<file path="src/zx_ports_pkg.sv">
package zx_ports_pkg;

	typedef logic [7:0]  byte_t;   // data bus / register byte
	typedef logic [15:0] addr_t;   // z80 i/o address
	typedef logic [5:0]  border_t; // border as the video block wants it
	typedef logic [5:0]  page_t;   // pentagon-1m page number

	////////////////////
	// port low bytes
	////////////////////
	localparam byte_t PORT_FE = 8'hFE;
	localparam byte_t PORT_FD = 8'hFD;
	localparam byte_t PORT_F7 = 8'hF7;
	localparam byte_t PORT_DF = 8'hDF; // kempston mouse
	localparam byte_t PORT_1F = 8'h1F; // kempston joystick / soundrive ch1
	localparam byte_t PORT_0F = 8'h0F;
	localparam byte_t PORT_4F = 8'h4F;
	localparam byte_t PORT_5F = 8'h5F;
	localparam byte_t PORT_FB = 8'hFB; // covox
	localparam byte_t PORT_DD = 8'hDD; // covox alias
	localparam byte_t PORT_EF = 8'hEF; // xt readback

	// extended register numbers
	localparam byte_t XREG_BORDER  = 8'h00;
	localparam byte_t XREG_VCONFIG = 8'h08;

	typedef struct packed {
		logic  wr;   // one-cycle write strobe
		logic  rd;   // one-cycle read strobe
		addr_t addr;
		byte_t data;
	} io_cycle_t;

	typedef struct packed {
		logic       fe;
		logic       p7ffd;
		logic       peff7;
		logic       xt;
		logic [3:0] dac_ch; // one-hot, all set for covox
		logic       other;  // anything but the xt port
	} port_sel_t;

	typedef struct packed {
		byte_t ch0;
		byte_t ch1;
		byte_t ch2;
		byte_t ch3;
	} dac_levels_t;

	typedef struct packed {
		byte_t p7ffd;
		byte_t peff7;
		page_t page;
		logic  rom;
		logic  ram0_0;
		logic  one_meg_on;
		logic  spare;
	} paging_t;

endpackage

</file>
<file path="src/io_strobe.sv">
`timescale 1ns/100ps

module io_strobe (
	input  logic                    zclk,
	input  logic                    rst_n,
	input  zx_ports_pkg::addr_t     a,
	input  zx_ports_pkg::byte_t     din,
	input  logic                    iorq_n,
	input  logic                    rd_n,
	input  logic                    wr_n,
	output zx_ports_pkg::io_cycle_t cyc
);
	import zx_ports_pkg::*;

	logic  io_wr_now;
	logic  io_rd_now;
	logic  io_wr_prev;
	logic  io_rd_prev;
	logic  wr_q;
	logic  rd_q;
	addr_t addr_q;
	byte_t data_q;

	assign io_wr_now = ~(iorq_n | wr_n);
	assign io_rd_now = ~(iorq_n | rd_n);

	always_ff @(posedge zclk or negedge rst_n)
	begin
		if (!rst_n)
		begin
			io_wr_prev <= 1'b0;
			io_rd_prev <= 1'b0;
			wr_q       <= 1'b0;
			rd_q       <= 1'b0;
		end
		else
		begin
			io_wr_prev <= io_wr_now;
			io_rd_prev <= io_rd_now;
			wr_q       <= io_wr_now & ~io_wr_prev; // first sampled cycle only
			rd_q       <= io_rd_now & ~io_rd_prev;
		end
	end

	// bus snapshot taken on the same edge as the strobe
	always_ff @(posedge zclk)
	begin
		addr_q <= a;
		data_q <= din;
	end

	assign cyc = '{wr: wr_q, rd: rd_q, addr: addr_q, data: data_q};

	a_no_wr_rd_overlap: assert property (@(posedge zclk) disable iff (!rst_n)
		!(wr_q && rd_q));
	a_wr_single: assert property (@(posedge zclk) disable iff (!rst_n) wr_q |=> !wr_q);
	a_rd_single: assert property (@(posedge zclk) disable iff (!rst_n) rd_q |=> !rd_q);

endmodule

</file>
<file path="src/port_decode.sv">
`timescale 1ns/100ps

module port_decode #(
	parameter zx_ports_pkg::addr_t XT_PORT = 16'h55FF
) (
	input  zx_ports_pkg::addr_t     a,
	input  logic                    iorq_n,
	input  logic                    rd_n,
	input  zx_ports_pkg::io_cycle_t cyc,
	input  logic                    dos,
	input  logic [4:0]              keys_in,
	input  logic                    tape_read,
	input  logic [4:0]              kj_in,
	input  zx_ports_pkg::byte_t     mus_in,
	input  zx_ports_pkg::byte_t     xt_addr,
	input  zx_ports_pkg::border_t   border,
	output zx_ports_pkg::port_sel_t sel,
	output logic                    porthit,
	output logic                    dataout,
	output zx_ports_pkg::byte_t     dout
);
	import zx_ports_pkg::*;

	byte_t loa;     // live bus low byte
	byte_t cyc_loa; // low byte captured with the strobe
	logic  ext_port;

	assign loa     = a[7:0];
	assign cyc_loa = cyc.addr[7:0];

	////////////////////
	// live bus side
	////////////////////
	always_comb
	begin
		case (loa)
			PORT_FE, PORT_FD, PORT_DF, PORT_FB, PORT_DD, PORT_EF:
				porthit = 1'b1;
			PORT_F7, PORT_1F, PORT_0F, PORT_4F, PORT_5F:
				porthit = ~dos; // not in shadow
			default:
				porthit = 1'b0;
		endcase
	end

	assign ext_port = (loa == PORT_FD) && (a[15:14] == 2'b11); // fffd stays on the bus
	assign dataout  = porthit & ~iorq_n & ~rd_n & ~ext_port;

	always_comb
	begin
		case (loa)
			PORT_FE: dout = {1'b1, tape_read, 1'b0, keys_in};
			PORT_1F: dout = dos ? 8'hFF : {3'b000, kj_in};
			PORT_DF: dout = mus_in;
			PORT_EF: dout = (xt_addr == XREG_BORDER) ? {2'b00, border} : 8'hFF;
			default: dout = 8'hFF;
		endcase
	end

	////////////////////
	// write selects
	////////////////////
	always_comb
	begin
		sel       = '0;
		sel.fe    = (cyc_loa == PORT_FE);
		sel.p7ffd = (cyc_loa == PORT_FD) && !cyc.addr[15];
		sel.peff7 = (cyc_loa == PORT_F7) && !cyc.addr[12] && !dos;
		sel.xt    = (cyc.addr == XT_PORT);
		sel.other = (cyc.addr != XT_PORT); // breaks the xt sequence
		case (cyc_loa)
			PORT_0F:          sel.dac_ch = dos ? 4'b0000 : 4'b0001;
			PORT_1F:          sel.dac_ch = dos ? 4'b0000 : 4'b0010;
			PORT_4F:          sel.dac_ch = dos ? 4'b0000 : 4'b0100;
			PORT_5F:          sel.dac_ch = dos ? 4'b0000 : 4'b1000;
			PORT_FB, PORT_DD: sel.dac_ch = 4'b1111; // covox hits all four
			default:          sel.dac_ch = 4'b0000;
		endcase
	end

endmodule

</file>
<file path="src/xt_sequencer.sv">
`timescale 1ns/100ps

module xt_sequencer #(
	parameter zx_ports_pkg::byte_t XT_KEY = 8'hAA
) (
	input  logic                    zclk,
	input  logic                    rst_n,
	input  zx_ports_pkg::io_cycle_t cyc,
	input  zx_ports_pkg::port_sel_t sel,
	output logic                    xt_we,
	output zx_ports_pkg::byte_t     xt_addr
);
	import zx_ports_pkg::*;

	typedef enum logic [1:0] {
		XT_IDLE,
		XT_ADDR,
		XT_DATA
	} xt_state_t;

	xt_state_t state;
	logic      xt_wr;

	assign xt_wr = cyc.wr & sel.xt;
	assign xt_we = xt_wr & (state == XT_DATA); // data goes straight to the regs

	always_ff @(posedge zclk or negedge rst_n)
	begin
		if (!rst_n)
		begin
			state   <= XT_IDLE;
			xt_addr <= '0;
		end
		else if (cyc.wr && sel.other)
			state <= XT_IDLE; // any foreign write drops the sequence
		else if (xt_wr)
		begin
			case (state)
				XT_IDLE:
					if (cyc.data == XT_KEY)
						state <= XT_ADDR;
				XT_ADDR:
				begin
					xt_addr <= cyc.data;
					state   <= XT_DATA;
				end
				default:
					state <= XT_IDLE;
			endcase
		end
	end

	// data write only after key and index
	a_we_in_data: assert property (@(posedge zclk) disable iff (!rst_n)
		xt_we |-> $past(state) != XT_IDLE);

endmodule

</file>
<file path="src/paging_regs.sv">
`timescale 1ns/100ps

module paging_regs (
	input  logic                    zclk,
	input  logic                    rst_n,
	input  zx_ports_pkg::io_cycle_t cyc,
	input  zx_ports_pkg::port_sel_t sel,
	output zx_ports_pkg::paging_t   paging
);
	import zx_ports_pkg::*;

	byte_t p7ffd_r;
	byte_t peff7_r;
	logic  block1m; // eff7.2
	logic  lock_7ffd;

	assign block1m   = peff7_r[2];
	assign lock_7ffd = p7ffd_r[5] & block1m; // 48k lock only holds in 128k mode

	always_ff @(posedge zclk or negedge rst_n)
	begin
		if (!rst_n)
		begin
			p7ffd_r <= '0;
			peff7_r <= '0;
		end
		else if (cyc.wr)
		begin
			if (sel.p7ffd && !lock_7ffd)
				p7ffd_r <= cyc.data;
			if (sel.peff7)
				peff7_r <= cyc.data;
		end
	end

	assign paging.p7ffd = block1m ? {3'b000, p7ffd_r[4:0]} : p7ffd_r;
	assign paging.peff7 = block1m ?
		{peff7_r[7], 1'b0, peff7_r[5:4], 3'b000, peff7_r[0]} : peff7_r;
	assign paging.page       = {p7ffd_r[7:5], p7ffd_r[2:0]};
	assign paging.rom        = p7ffd_r[4];
	assign paging.ram0_0     = peff7_r[3];
	assign paging.one_meg_on = ~block1m;
	assign paging.spare      = 1'b0;

	a_lock_holds: assert property (@(posedge zclk) disable iff (!rst_n)
		lock_7ffd |=> $stable(p7ffd_r));

endmodule

</file>
<file path="src/sound_border_regs.sv">
`timescale 1ns/100ps

module sound_border_regs (
	input  logic                      zclk,
	input  logic                      rst_n,
	input  zx_ports_pkg::io_cycle_t   cyc,
	input  zx_ports_pkg::port_sel_t   sel,
	input  logic                      xt_we,
	input  zx_ports_pkg::byte_t       xt_addr,
	output zx_ports_pkg::border_t     border,
	output zx_ports_pkg::byte_t       vcfg,
	output zx_ports_pkg::dac_levels_t dac
);
	import zx_ports_pkg::*;

	logic  beep; // fe.4
	logic  tout; // fe.3
	byte_t d;

	assign d    = cyc.data;
	assign beep = d[4];
	assign tout = d[3];

	always_ff @(posedge zclk or negedge rst_n)
	begin
		if (!rst_n)
		begin
			border <= '0;
			vcfg   <= '0;
			dac    <= '0;
		end
		else
		begin
			////////////////////
			// port fe
			////////////////////
			if (cyc.wr && sel.fe)
			begin
				border  <= {d[1], 1'b0, d[2], 1'b0, d[0], 1'b0};
				dac.ch0 <= {8{beep}};
				dac.ch1 <= {8{beep}};
				dac.ch2 <= {beep, {7{tout}}};
				dac.ch3 <= {8{tout}};
			end

			// covox / soundrive
			if (cyc.wr && sel.dac_ch[0])
				dac.ch0 <= d;
			if (cyc.wr && sel.dac_ch[1])
				dac.ch1 <= d;
			if (cyc.wr && sel.dac_ch[2])
				dac.ch2 <= d;
			if (cyc.wr && sel.dac_ch[3])
				dac.ch3 <= d;

			if (xt_we)
			begin
				if (xt_addr == XREG_BORDER)
					border <= d[5:0];
				if (xt_addr == XREG_VCONFIG)
					vcfg <= d;
			end
		end
	end

endmodule

</file>
<file path="src/zx_ports_top.sv">
`timescale 1ns/100ps

module zx_ports_top #(
	parameter zx_ports_pkg::addr_t XT_PORT = 16'h55FF,
	parameter zx_ports_pkg::byte_t XT_KEY  = 8'hAA
) (
	input  logic                      zclk,
	input  logic                      rst_n,
	input  zx_ports_pkg::addr_t       a,
	input  zx_ports_pkg::byte_t       din,
	input  logic                      iorq_n,
	input  logic                      rd_n,
	input  logic                      wr_n,
	input  logic                      dos,
	input  logic [4:0]                keys_in,
	input  logic                      tape_read,
	input  logic [4:0]                kj_in,
	input  zx_ports_pkg::byte_t       mus_in,
	output zx_ports_pkg::byte_t       dout,
	output logic                      dataout,
	output logic                      porthit,
	output zx_ports_pkg::border_t     border,
	output zx_ports_pkg::byte_t       vcfg,
	output zx_ports_pkg::dac_levels_t dac,
	output zx_ports_pkg::paging_t     paging
);
	import zx_ports_pkg::*;

	io_cycle_t cyc;
	port_sel_t sel;
	logic      xt_we;
	byte_t     xt_addr;

	io_strobe u_strobe (.zclk, .rst_n, .a, .din, .iorq_n, .rd_n, .wr_n, .cyc);

	port_decode #(.XT_PORT(XT_PORT)) u_decode (
		.a, .iorq_n, .rd_n, .cyc, .dos, .keys_in, .tape_read, .kj_in, .mus_in,
		.xt_addr, .border, .sel, .porthit, .dataout, .dout
	);

	xt_sequencer #(.XT_KEY(XT_KEY)) u_xt (.zclk, .rst_n, .cyc, .sel, .xt_we, .xt_addr);

	paging_regs u_paging (.zclk, .rst_n, .cyc, .sel, .paging);

	sound_border_regs u_snd (
		.zclk, .rst_n, .cyc, .sel, .xt_we, .xt_addr, .border, .vcfg, .dac
	);

endmodule

</file>
<file path="config.mk">
export PLATFORM = sky130hd
export DESIGN_NAME = zx_ports_top
export DESIGN_NICKNAME = d
export VERILOG_FILES = /design/src/zx_ports_pkg.sv /design/src/io_strobe.sv /design/src/port_decode.sv /design/src/xt_sequencer.sv /design/src/paging_regs.sv /design/src/sound_border_regs.sv /design/src/zx_ports_top.sv
export SDC_FILE = /design/constraint.sdc
export NUM_CORES = 1
export LEC_CHECK = 0
export BUFFER_PORTS_ARGS = -buffer_cell sky130_fd_sc_hd__buf_2
export CAP_MARGIN = 10
export CORE_ASPECT_RATIO = 0.7
export CORE_MARGIN = 2
export CORE_UTILIZATION = 44
export CTS_BUF_LIST = sky130_fd_sc_hd__clkbuf_4
export DETAILED_ROUTE_END_ITERATION = 8
export HOLD_SLACK_MARGIN = 0.05
export PLACE_DENSITY = 0.66
export SYNTH_ARGS = -nofsm -noshare
export SYNTH_HDL_FRONTEND = slang
export SYNTH_HIERARCHICAL = 1
export SYNTH_SLANG_ARGS = --single-unit
</file>
<file path="constraint.sdc">
create_clock -name zclk -period 4 [get_ports zclk]
set_input_delay 0.2 -clock zclk [delete_from_list [all_inputs] [get_ports zclk]]
set_output_delay 0.2 -clock zclk [all_outputs]
set_load 0.01 [all_outputs]
</file>
==> impl_metrics.toml, run 1 <==
[run_status]
status = "completed"

[sta]
fmax_mhz = 306
finalCriticalPeriod_ns = 3.27
slew_violations = 0
finalClockSkew_ns = 0.0214
finalSetupViolCount = 0
timing.slew.headroom = 0.375
whs_ns = 0.355
finalHoldViolations = 0
tns_ns = 0
rsz0062_at_grt = "no"
max_slew.worst_pin.slew_ns = 0.937
fin_crit_sh = 0.817

[logic_synthesis]
syn_inst = 417
syn_area_um2 = 4470
synth_area_per_cell_um2 = 10.7
synth-warning-count = 6

[critical_path]
worstSetupStartpointType = "register"
crit_fanout = 8
crit_arrival_ns = 3.62
required_ns = 4.35
r2r_start = "u_strobe/addr_q[6]$_DFF_P_"
cp-end-kind = "register"
reg2reg_depth = 8
slowest_stage = "or3_1"
crit_chain = "nand4_1, or2_1, or4_4, inv_2, and4b_2, or4b_4, or3_1, mux2_4"
slowest_delay_ns = 0.58
r2r_end = "u_snd/vcfg[2]$_DFFE_PN0P_"
reg2reg_setup_slack_ns = 0.73
crit_type = "reg -> reg"

[die]
initial_core_util = 0.456
die-area_um2 = 11000
chipHeight_um = 88.3
io_pins = 131
core_um2 = 9800
die_w_um = 124
core.rowCount = 30

[global_route]
grt_pass1_wl_mm = 18.5
grt_overflow = 0
antenna_found_initial = 0
grt_max_degree = 75
grt_usage = 0.213
grt_pass1_vias = 3625

[clock_tree]
ctsHtreeMaxLevel = 3
numCtsBuffers = 9
cts_setup_buffers = 0
clockBufferDepth = 2
cts_tree = "done"
cts-root-buf = "clkbuf_4"
clock-sinks = 98
clk_pin_slew_worst_paths_ns = 0.16
clkLatencyLatePin_ns = 0.47

[finish]
final_nets = 610
area_growth_pct = 24.7
fillers = 843
layout_commonest_cell = "buf_2"
final_cell_mix = "127 x buf_2, 75 x nand2_1, 74 x dfrtp_1"
diodes = 0
final_layout_size_suffix_gt1_frac = 0.353

[power]
p_leak_nw = 2.90
power_density_nw_per_um2 = 324
peakVddDrop_v = 0.000146

[placement]
port_buffers = 128
gp_congestion = 0.837
dp_hpwl_mm = 7.81

[worst_hold_path]
whs_path_depth = 2
worstHoldStart = "din[5]"
min_to = "u_strobe/data_q[5]$_DFF_P_"
hold_class = "in -> reg"

[route]
ant_nets = 0
drcViolationCount = 0
num_vias = 3774
finalWirelength_mm = 11.6
vias_per_cell = 5.44
drtPass1Iterations = 5
wl_per_cell_um = 16.8
drt-initial-drc-count = 231

[job]
max_cap_viol_count = 0
where the power goes:
| group | internal [mW] | switching (mW) | total, mW |
|---|---|---|---|
| Combinational | 0.0818 | 0.0854 | 0.167 |
| Clock | 0.257 | 0.320 | 0.578 |
| Sequential | 1.02 | 0.0376 | 1.06 |
state kept, by name, indices dropped and copies added (netlist names):
name,cells
u_paging/p7ffd_r,8
u_paging/peff7_r,8
u_snd/border,6
u_snd/dac,32
u_snd/vcfg,8
u_strobe/addr_q,16
u_strobe/data_q,8
u_strobe/io_wr_prev,1
u_strobe/wr_q,1
u_xt/state,2
u_xt/xt_addr,8
worst max path at each step:
stage / start / slack [ns] / to / depth (start not counted)
2_1_floorplan: u_strobe/addr_q[4]$_DFF_P_ / 1.05 / u_snd/vcfg[0]$_DFFE_PN0P_ / 9
3_3_place_gp: u_strobe/addr_q[4]$_DFF_P_ / 0.82 / u_snd/vcfg[6]$_DFFE_PN0P_ / 8
3_5_place_dp: u_strobe/addr_q[4]$_DFF_P_ / 0.76 / u_snd/vcfg[2]$_DFFE_PN0P_ / 8
4_1_cts: u_strobe/addr_q[4]$_DFF_P_ / 0.73 / u_snd/vcfg[2]$_DFFE_PN0P_ / 8
5_1_grt: u_strobe/addr_q[4]$_DFF_P_ / 0.60 / u_snd/vcfg[2]$_DFFE_PN0P_ / 8
6_report: u_strobe/addr_q[6]$_DFF_P_ / 0.73 / u_snd/vcfg[2]$_DFFE_PN0P_ / 8
critical path, delay by kind of cell (launching register included):
family,cells,cell delay (ns)
simple gates,6,2.27
mux,1,0.37
buf+inv,1,0.11
flops,1,0.42
stage by stage:
stage	utilization	instances	area [µm²]	total power, mW	setup WS (ns)
finish	0.569	694	5570	1.80	0.734
global route	0.569	694	5570	1.89	0.598
CTS	0.569	694	5570	1.82	0.730
detailed placement	0.524	650	5130	1.22	0.757
global placement	0.524	650	5130	1.22	0.820
floorplan	-	418	4470	1.14	1.05
layout make-up:
class                      count  area [µm²]  area share
multi-input combinational    279        1920       0.344
tap                          128         160      0.0288
clock buffer                  10        75.1      0.0135
clock inverter                 6        82.6      0.0148
timing repair buffer         160         953       0.171
inverter                      13        48.8     0.00876
sequential                    98        2330       0.419
timing repair:
action,CTS,global route
gates resized for setup,0,0
hold buffers,28,0
endpoints found under the hold margin,100,0
per-layer routing:
| layer | routed length [µm] | vias to the layer above | global-route usage |
|---|---|---|---|
| met3 | 748 | 11 | 0.0623 |
| met4 | 107 | 0 | 0.0490 |
| met2 | 5150 | 129 | 0.328 |
| li1 | - | 1784 | - |
| met1 | 5640 | 1850 | 0.301 |
| met5 | 0 | - | 0 |
(Power assumes the default switching activity.)
==> run 2, diff against run 1 <==
- clock period: 4 -> 3.3 ns (I/O delays scaled with it)
==> impl_metrics.toml, run 2 (same netlist as run 1, synthesis figures left out) <==
[run_status]
status = "completed"

[clock_tree]
clockBufferDepth = 2
cts_setup_buffers = 0
ctsHtreeMaxLevel = 3
cts_tree = "done"
numCtsBuffers = 9
clkLatencyLatePin_ns = 0.46
clk_pin_slew_worst_paths_ns = 0.16
clock-sinks = 98
cts-root-buf = "clkbuf_4"

[sta]
fmax_mhz = 321
rsz0062_at_grt = "no"
whs_ns = 0.324
finalHoldViolations = 0
max_slew.worst_pin.slew_ns = 0.934
finalClockSkew_ns = 0.0241
finalSetupViolCount = 0
finalCriticalPeriod_ns = 3.12
slew_violations = 0
fin_crit_sh = 0.944
timing.slew.headroom = 0.377
tns_ns = 0

[critical_path]
path_delay_family = "simple AND/OR/NAND/NOR gates"
slowest_stage = "or4_4"
worstSetupStartpointType = "register"
critPathLaunch = "u_strobe/addr_q[4]$_DFF_P_"
r2r_end = "u_snd/vcfg[2]$_DFFE_PN0P_"
cp-end-kind = "register"
slowest_delay_ns = 0.57
reg2reg_setup_slack_ns = 0.18
cp-endpoint = "u_snd/vcfg[2]$_DFFE_PN0P_"
required_ns = 3.66
crit_arrival_ns = 3.47
critPathBufInv = 1
crit_type = "reg -> reg"
cp.depth = 8
reg2reg_depth = 8
crit_fanout = 8
crit_chain = "nand4_1, or2_1, or4_4, inv_2, and4b_2, or4b_4, or3_4, mux2_4"
r2r_start = "u_strobe/addr_q[4]$_DFF_P_"

[finish]
area_growth_pct = 24.3
multiInputGateArea_um2 = 1920
design_area_um2 = 5550
final_nets = 612
fillers = 903
final_cell_mix = "127 x buf_2, 75 x nand2_1, 74 x dfrtp_1"
largest_reg_flops = 32
final_layout_size_suffix_gt1_frac = 0.357
layout_commonest_cell = "buf_2"
diodes = 0
top_regs = "u_snd/dac x32, u_strobe/addr_q x16"
max_flop_register = "u_snd/dac"
area.sequential_um2 = 2330

[global_route]
grt_pass1_wl_mm = 18.8
grt_overflow = 0
grt_max_degree = 75
grt_pass1_vias = 3616
antenna_found_initial = 0
grt_usage = 0.215

[route]
vias_per_cell = 5.44
wl_met3_um = 680
drt-initial-drc-count = 353
finalWirelength_mm = 11.7
drtPass1Iterations = 5
met2_length_mm = 5.18
drt-met1-wl_mm = 5.77
num_vias = 3788
top_layer = "met4"
ant_nets = 0
wl_per_cell_um = 16.8
drcViolationCount = 0

[placement]
port_buffers = 128
dp_hpwl_mm = 7.84
gp_congestion = 0.815
placed_cell_area_um2 = 5150

[power]
p_leak_nw = 2.89
peakVddDrop_v = 0.000147
power_density_nw_per_um2 = 370

[die]
io_pins = 131
die-area_um2 = 11000
chipHeight_um = 88.3
die_w_um = 124
initial_core_util = 0.456
core_um2 = 9800
core.rowCount = 30

[worst_hold_path]
hold_class = "in -> reg"

[job]
max_cap_viol_count = 0
## run 2: cell types whose count changed in the layout (fill, tap and decap cells not counted), sizes merged
cell and change:
bufinv -2, buf +2, clkinv +2
## run 2: worst min path at each step
stage               cells after the start   start  slack [ns]                         endpoint
global route                            2  din[5]        0.29       u_strobe/data_q[5]$_DFF_P_
global placement                        1  din[3]        0.27       u_strobe/data_q[3]$_DFF_P_
CTS                                     2  din[2]        0.30       u_strobe/data_q[2]$_DFF_P_
finish                                  2  din[2]        0.32       u_strobe/data_q[2]$_DFF_P_
floorplan                               0   rst_n       -0.13  u_paging/p7ffd_r[0]$_DFFE_PN0P_
detailed placement                      1  din[3]        0.27       u_strobe/data_q[3]$_DFF_P_
## run 2: cell type report
type | count | area share
inverters | 13 | 0.00879
repair buffers | 162 | 0.174
clock buffers | 10 | 0.0135
multi-input cells | 279 | 0.346
flip-flops and latches | 98 | 0.420
well taps | 128 | 0.0288
clock inverters | 6 | 0.00789
## run 2: where the power goes
group / switching, mW / internal (mW)
clock network: 0.403 / 0.165
registers: 0.0458 / 1.24
logic: 0.104 / 0.0993
total: 0.552 / 1.50
## run 2: worst reg2reg max path: stages, from the launching register on
cell and delay, ns:
dfxtp_1 0.43, nand4_1 0.14, or2_1 0.27, or4_4 0.57
inv_2 0.11, and4b_2 0.23, or4b_4 0.47, or3_4 0.47
mux2_4 0.32
## run 2: stage by stage
stage               std cells  power, mW   util  setup slack (ns)
floorplan                 418       1.38      -             0.353
global placement          652       1.48  0.525             0.116
detailed placement        652       1.48  0.525            0.0632
CTS                       696       2.08  0.566            0.0521
global route              696       2.16  0.567            0.0651
finish                    696       2.05  0.567             0.184
## run 2: per-layer routing
layer | vias to the layer above | global-route usage
met5 | - | 0
li1 | 1786 | -
met4 | 0 | 0.0480
met3 | 7 | 0.0544
met2 | 138 | 0.328
met1 | 1857 | 0.314
## run 2: timing repair
action,in CTS,in global routing
gates resized for setup,0,1
endpoints found under the hold margin,100,0
endpoints found under the setup margin,0,8
hold buffers,28,0
==> run 3, diff against run 2 <==
- PLACE_DENSITY: 0.66 -> 0.69
- clock period: 3.3 -> 2.6 ns (I/O delays scaled with it)
==> impl_metrics.toml, run 3 (same netlist as run 1, synthesis figures left out) <==
[finish]
max_flop_register = "u_snd/dac"
top_regs = "u_snd/dac x32, u_strobe/addr_q x16"
fillers = 850
design_area_um2 = 5710
final_cell_mix = "127 x buf_2, 75 x nand2_1, 74 x dfrtp_1"
layout_commonest_cell = "buf_2"
diodes = 0
final_nets = 631
area_growth_pct = 27.8
largest_reg_flops = 32
final_layout_size_suffix_gt1_frac = 0.382
area.sequential_um2 = 2330
multiInputGateArea_um2 = 1930

[critical_path]
cp-end-kind = "register"
crit_fanout = 8
r2r_start = "u_strobe/addr_q[13]$_DFF_P_"
required_ns = 2.96
crit_arrival_ns = 3.27
reg2reg_setup_slack_ns = -0.30
crit_type = "reg -> reg"
worstSetupStartpointType = "register"
critPathLaunch = "u_strobe/addr_q[13]$_DFF_P_"

[global_route]
grt_overflow = 0
grt_max_degree = 75
antenna_found_initial = 0
grt_usage = 0.215
grt_pass1_vias = 3649
grt_pass1_wl_mm = 18.6

[power]
pwr-share-seq = 0.618
swShare = 0.269
p_leak_nw = 2.98
power_density_nw_per_um2 = 459
peakVddDrop_v = 0.000280
clkPwrFrac = 0.274
p_switching_mw = 0.705
power.internal_mw = 1.92
combinationalPowerShare = 0.108

[die]
chipHeight_um = 88.3
io_pins = 131
initial_core_util = 0.456
die-area_um2 = 11000
die_w_um = 124
core.rowCount = 30
core_um2 = 9800

[sta]
rsz0062_at_grt = "yes"
tns_ns = -3.70
slew_violations = 0
finalClockSkew_ns = 0.0140
finalSetupViolCount = 14
finalHoldViolations = 0
timing.slew.headroom = 0.383
max_slew.worst_pin.slew_ns = 0.925
fin_crit_sh = 1.12
fmax_mhz = 344
finalCriticalPeriod_ns = 2.90
setup_ws_ns = -0.305

[clock_tree]
ctsHtreeMaxLevel = 3
clkLatencyLatePin_ns = 0.46
clockBufferDepth = 2
cts_setup_buffers = 0
clock-sinks = 98
cts-root-buf = "clkbuf_4"
clk_pin_slew_worst_paths_ns = 0.15
numCtsBuffers = 9
cts_tree = "done"

[route]
drcViolationCount = 0
finalWirelength_mm = 11.8
vias_per_cell = 5.43
top_layer = "met4"
met2_length_mm = 5.24
ant_nets = 0
drt-initial-drc-count = 357
wl_met3_um = 651
drt-met1-wl_mm = 5.84
wl_per_cell_um = 16.5
num_vias = 3885
drtPass1Iterations = 5

[placement]
gp_congestion = 0.835
dpl_worst_slack_ns = -0.340
dp_hpwl_mm = 8.11
placed_cell_area_um2 = 5300
port_buffers = 128

[run_status]
violations = "negative setup slack"
status = "finished, violations left"

[worst_hold_path]
worstHoldStart = "din[5]"
hold_class = "in -> reg"

[job]
max_cap_viol_count = 0
[run 3: area by class of cell]
cell class	instances	share of cell area
clock buffers	10	0.0132
inverters	13	0.00899
well taps	128	0.0281
flip-flops and latches	98	0.409
multi-input cells	279	0.338
clock inverters	6	0.00768
repair buffers	181	0.195
[run 3: worst max-delay path, stage by stage (launching register included)]
cell and delay, ns:
dfxtp_1 0.33, or3b_4 0.37, or4_4 0.56, inv_4 0.06
and4b_2 0.21, or4b_4 0.46, or3_4 0.49, mux2_4 0.33
[run 3: power by group through the flow]
stage	clock [mW]	sequential, mW	combinational (mW)
2_1_floorplan	0	1.65	0.101
3_3_place_gp	0	1.65	0.246
3_5_place_dp	0	1.65	0.250
4_1_cts	0.739	1.62	0.284
5_1_grt	0.793	1.63	0.313
6_report	0.718	1.62	0.283
[run 3: per-layer routing]
layer,global-route usage,up-vias
met2,0.331,135
li1,-,1821
met1,0.309,1919
met5,0,-
met3,0.0550,10
met4,0.0490,0
[run 3: per-stage QoR]
step | power, mW | hold WS, ns | util | cells
after floorplan | 1.75 | -0.166 | - | 418
after global placement | 1.89 | 0.236 | 0.541 | 672
after detailed placement | 1.90 | 0.234 | 0.541 | 672
after CTS | 2.64 | 0.260 | 0.583 | 716
after global routing | 2.73 | 0.282 | 0.582 | 715
final | 2.62 | 0.298 | 0.582 | 715
[run 3: worst paths after layout]
check                                             endpoint  cells past startpoint
min in group asynchronous  u_paging/p7ffd_r[6]$_DFFE_PN0P_                      2
min                             u_strobe/data_q[5]$_DFF_P_                      2
min reg2reg                        u_strobe/wr_q$_DFF_PN0_                      1
max                              u_snd/vcfg[4]$_DFFE_PN0P_                      7
max reg2reg                      u_snd/vcfg[4]$_DFFE_PN0P_                      7
max in group asynchronous        u_snd/dac[29]$_DFFE_PN0P_                      2
[run 3: repair_timing]
action,4_1_cts,5_1_grt
hold buffers,28,0
resized for setup,3,1
hold endpoints to repair,100,0
setup endpoints to repair,14,14
pin swaps,1,1
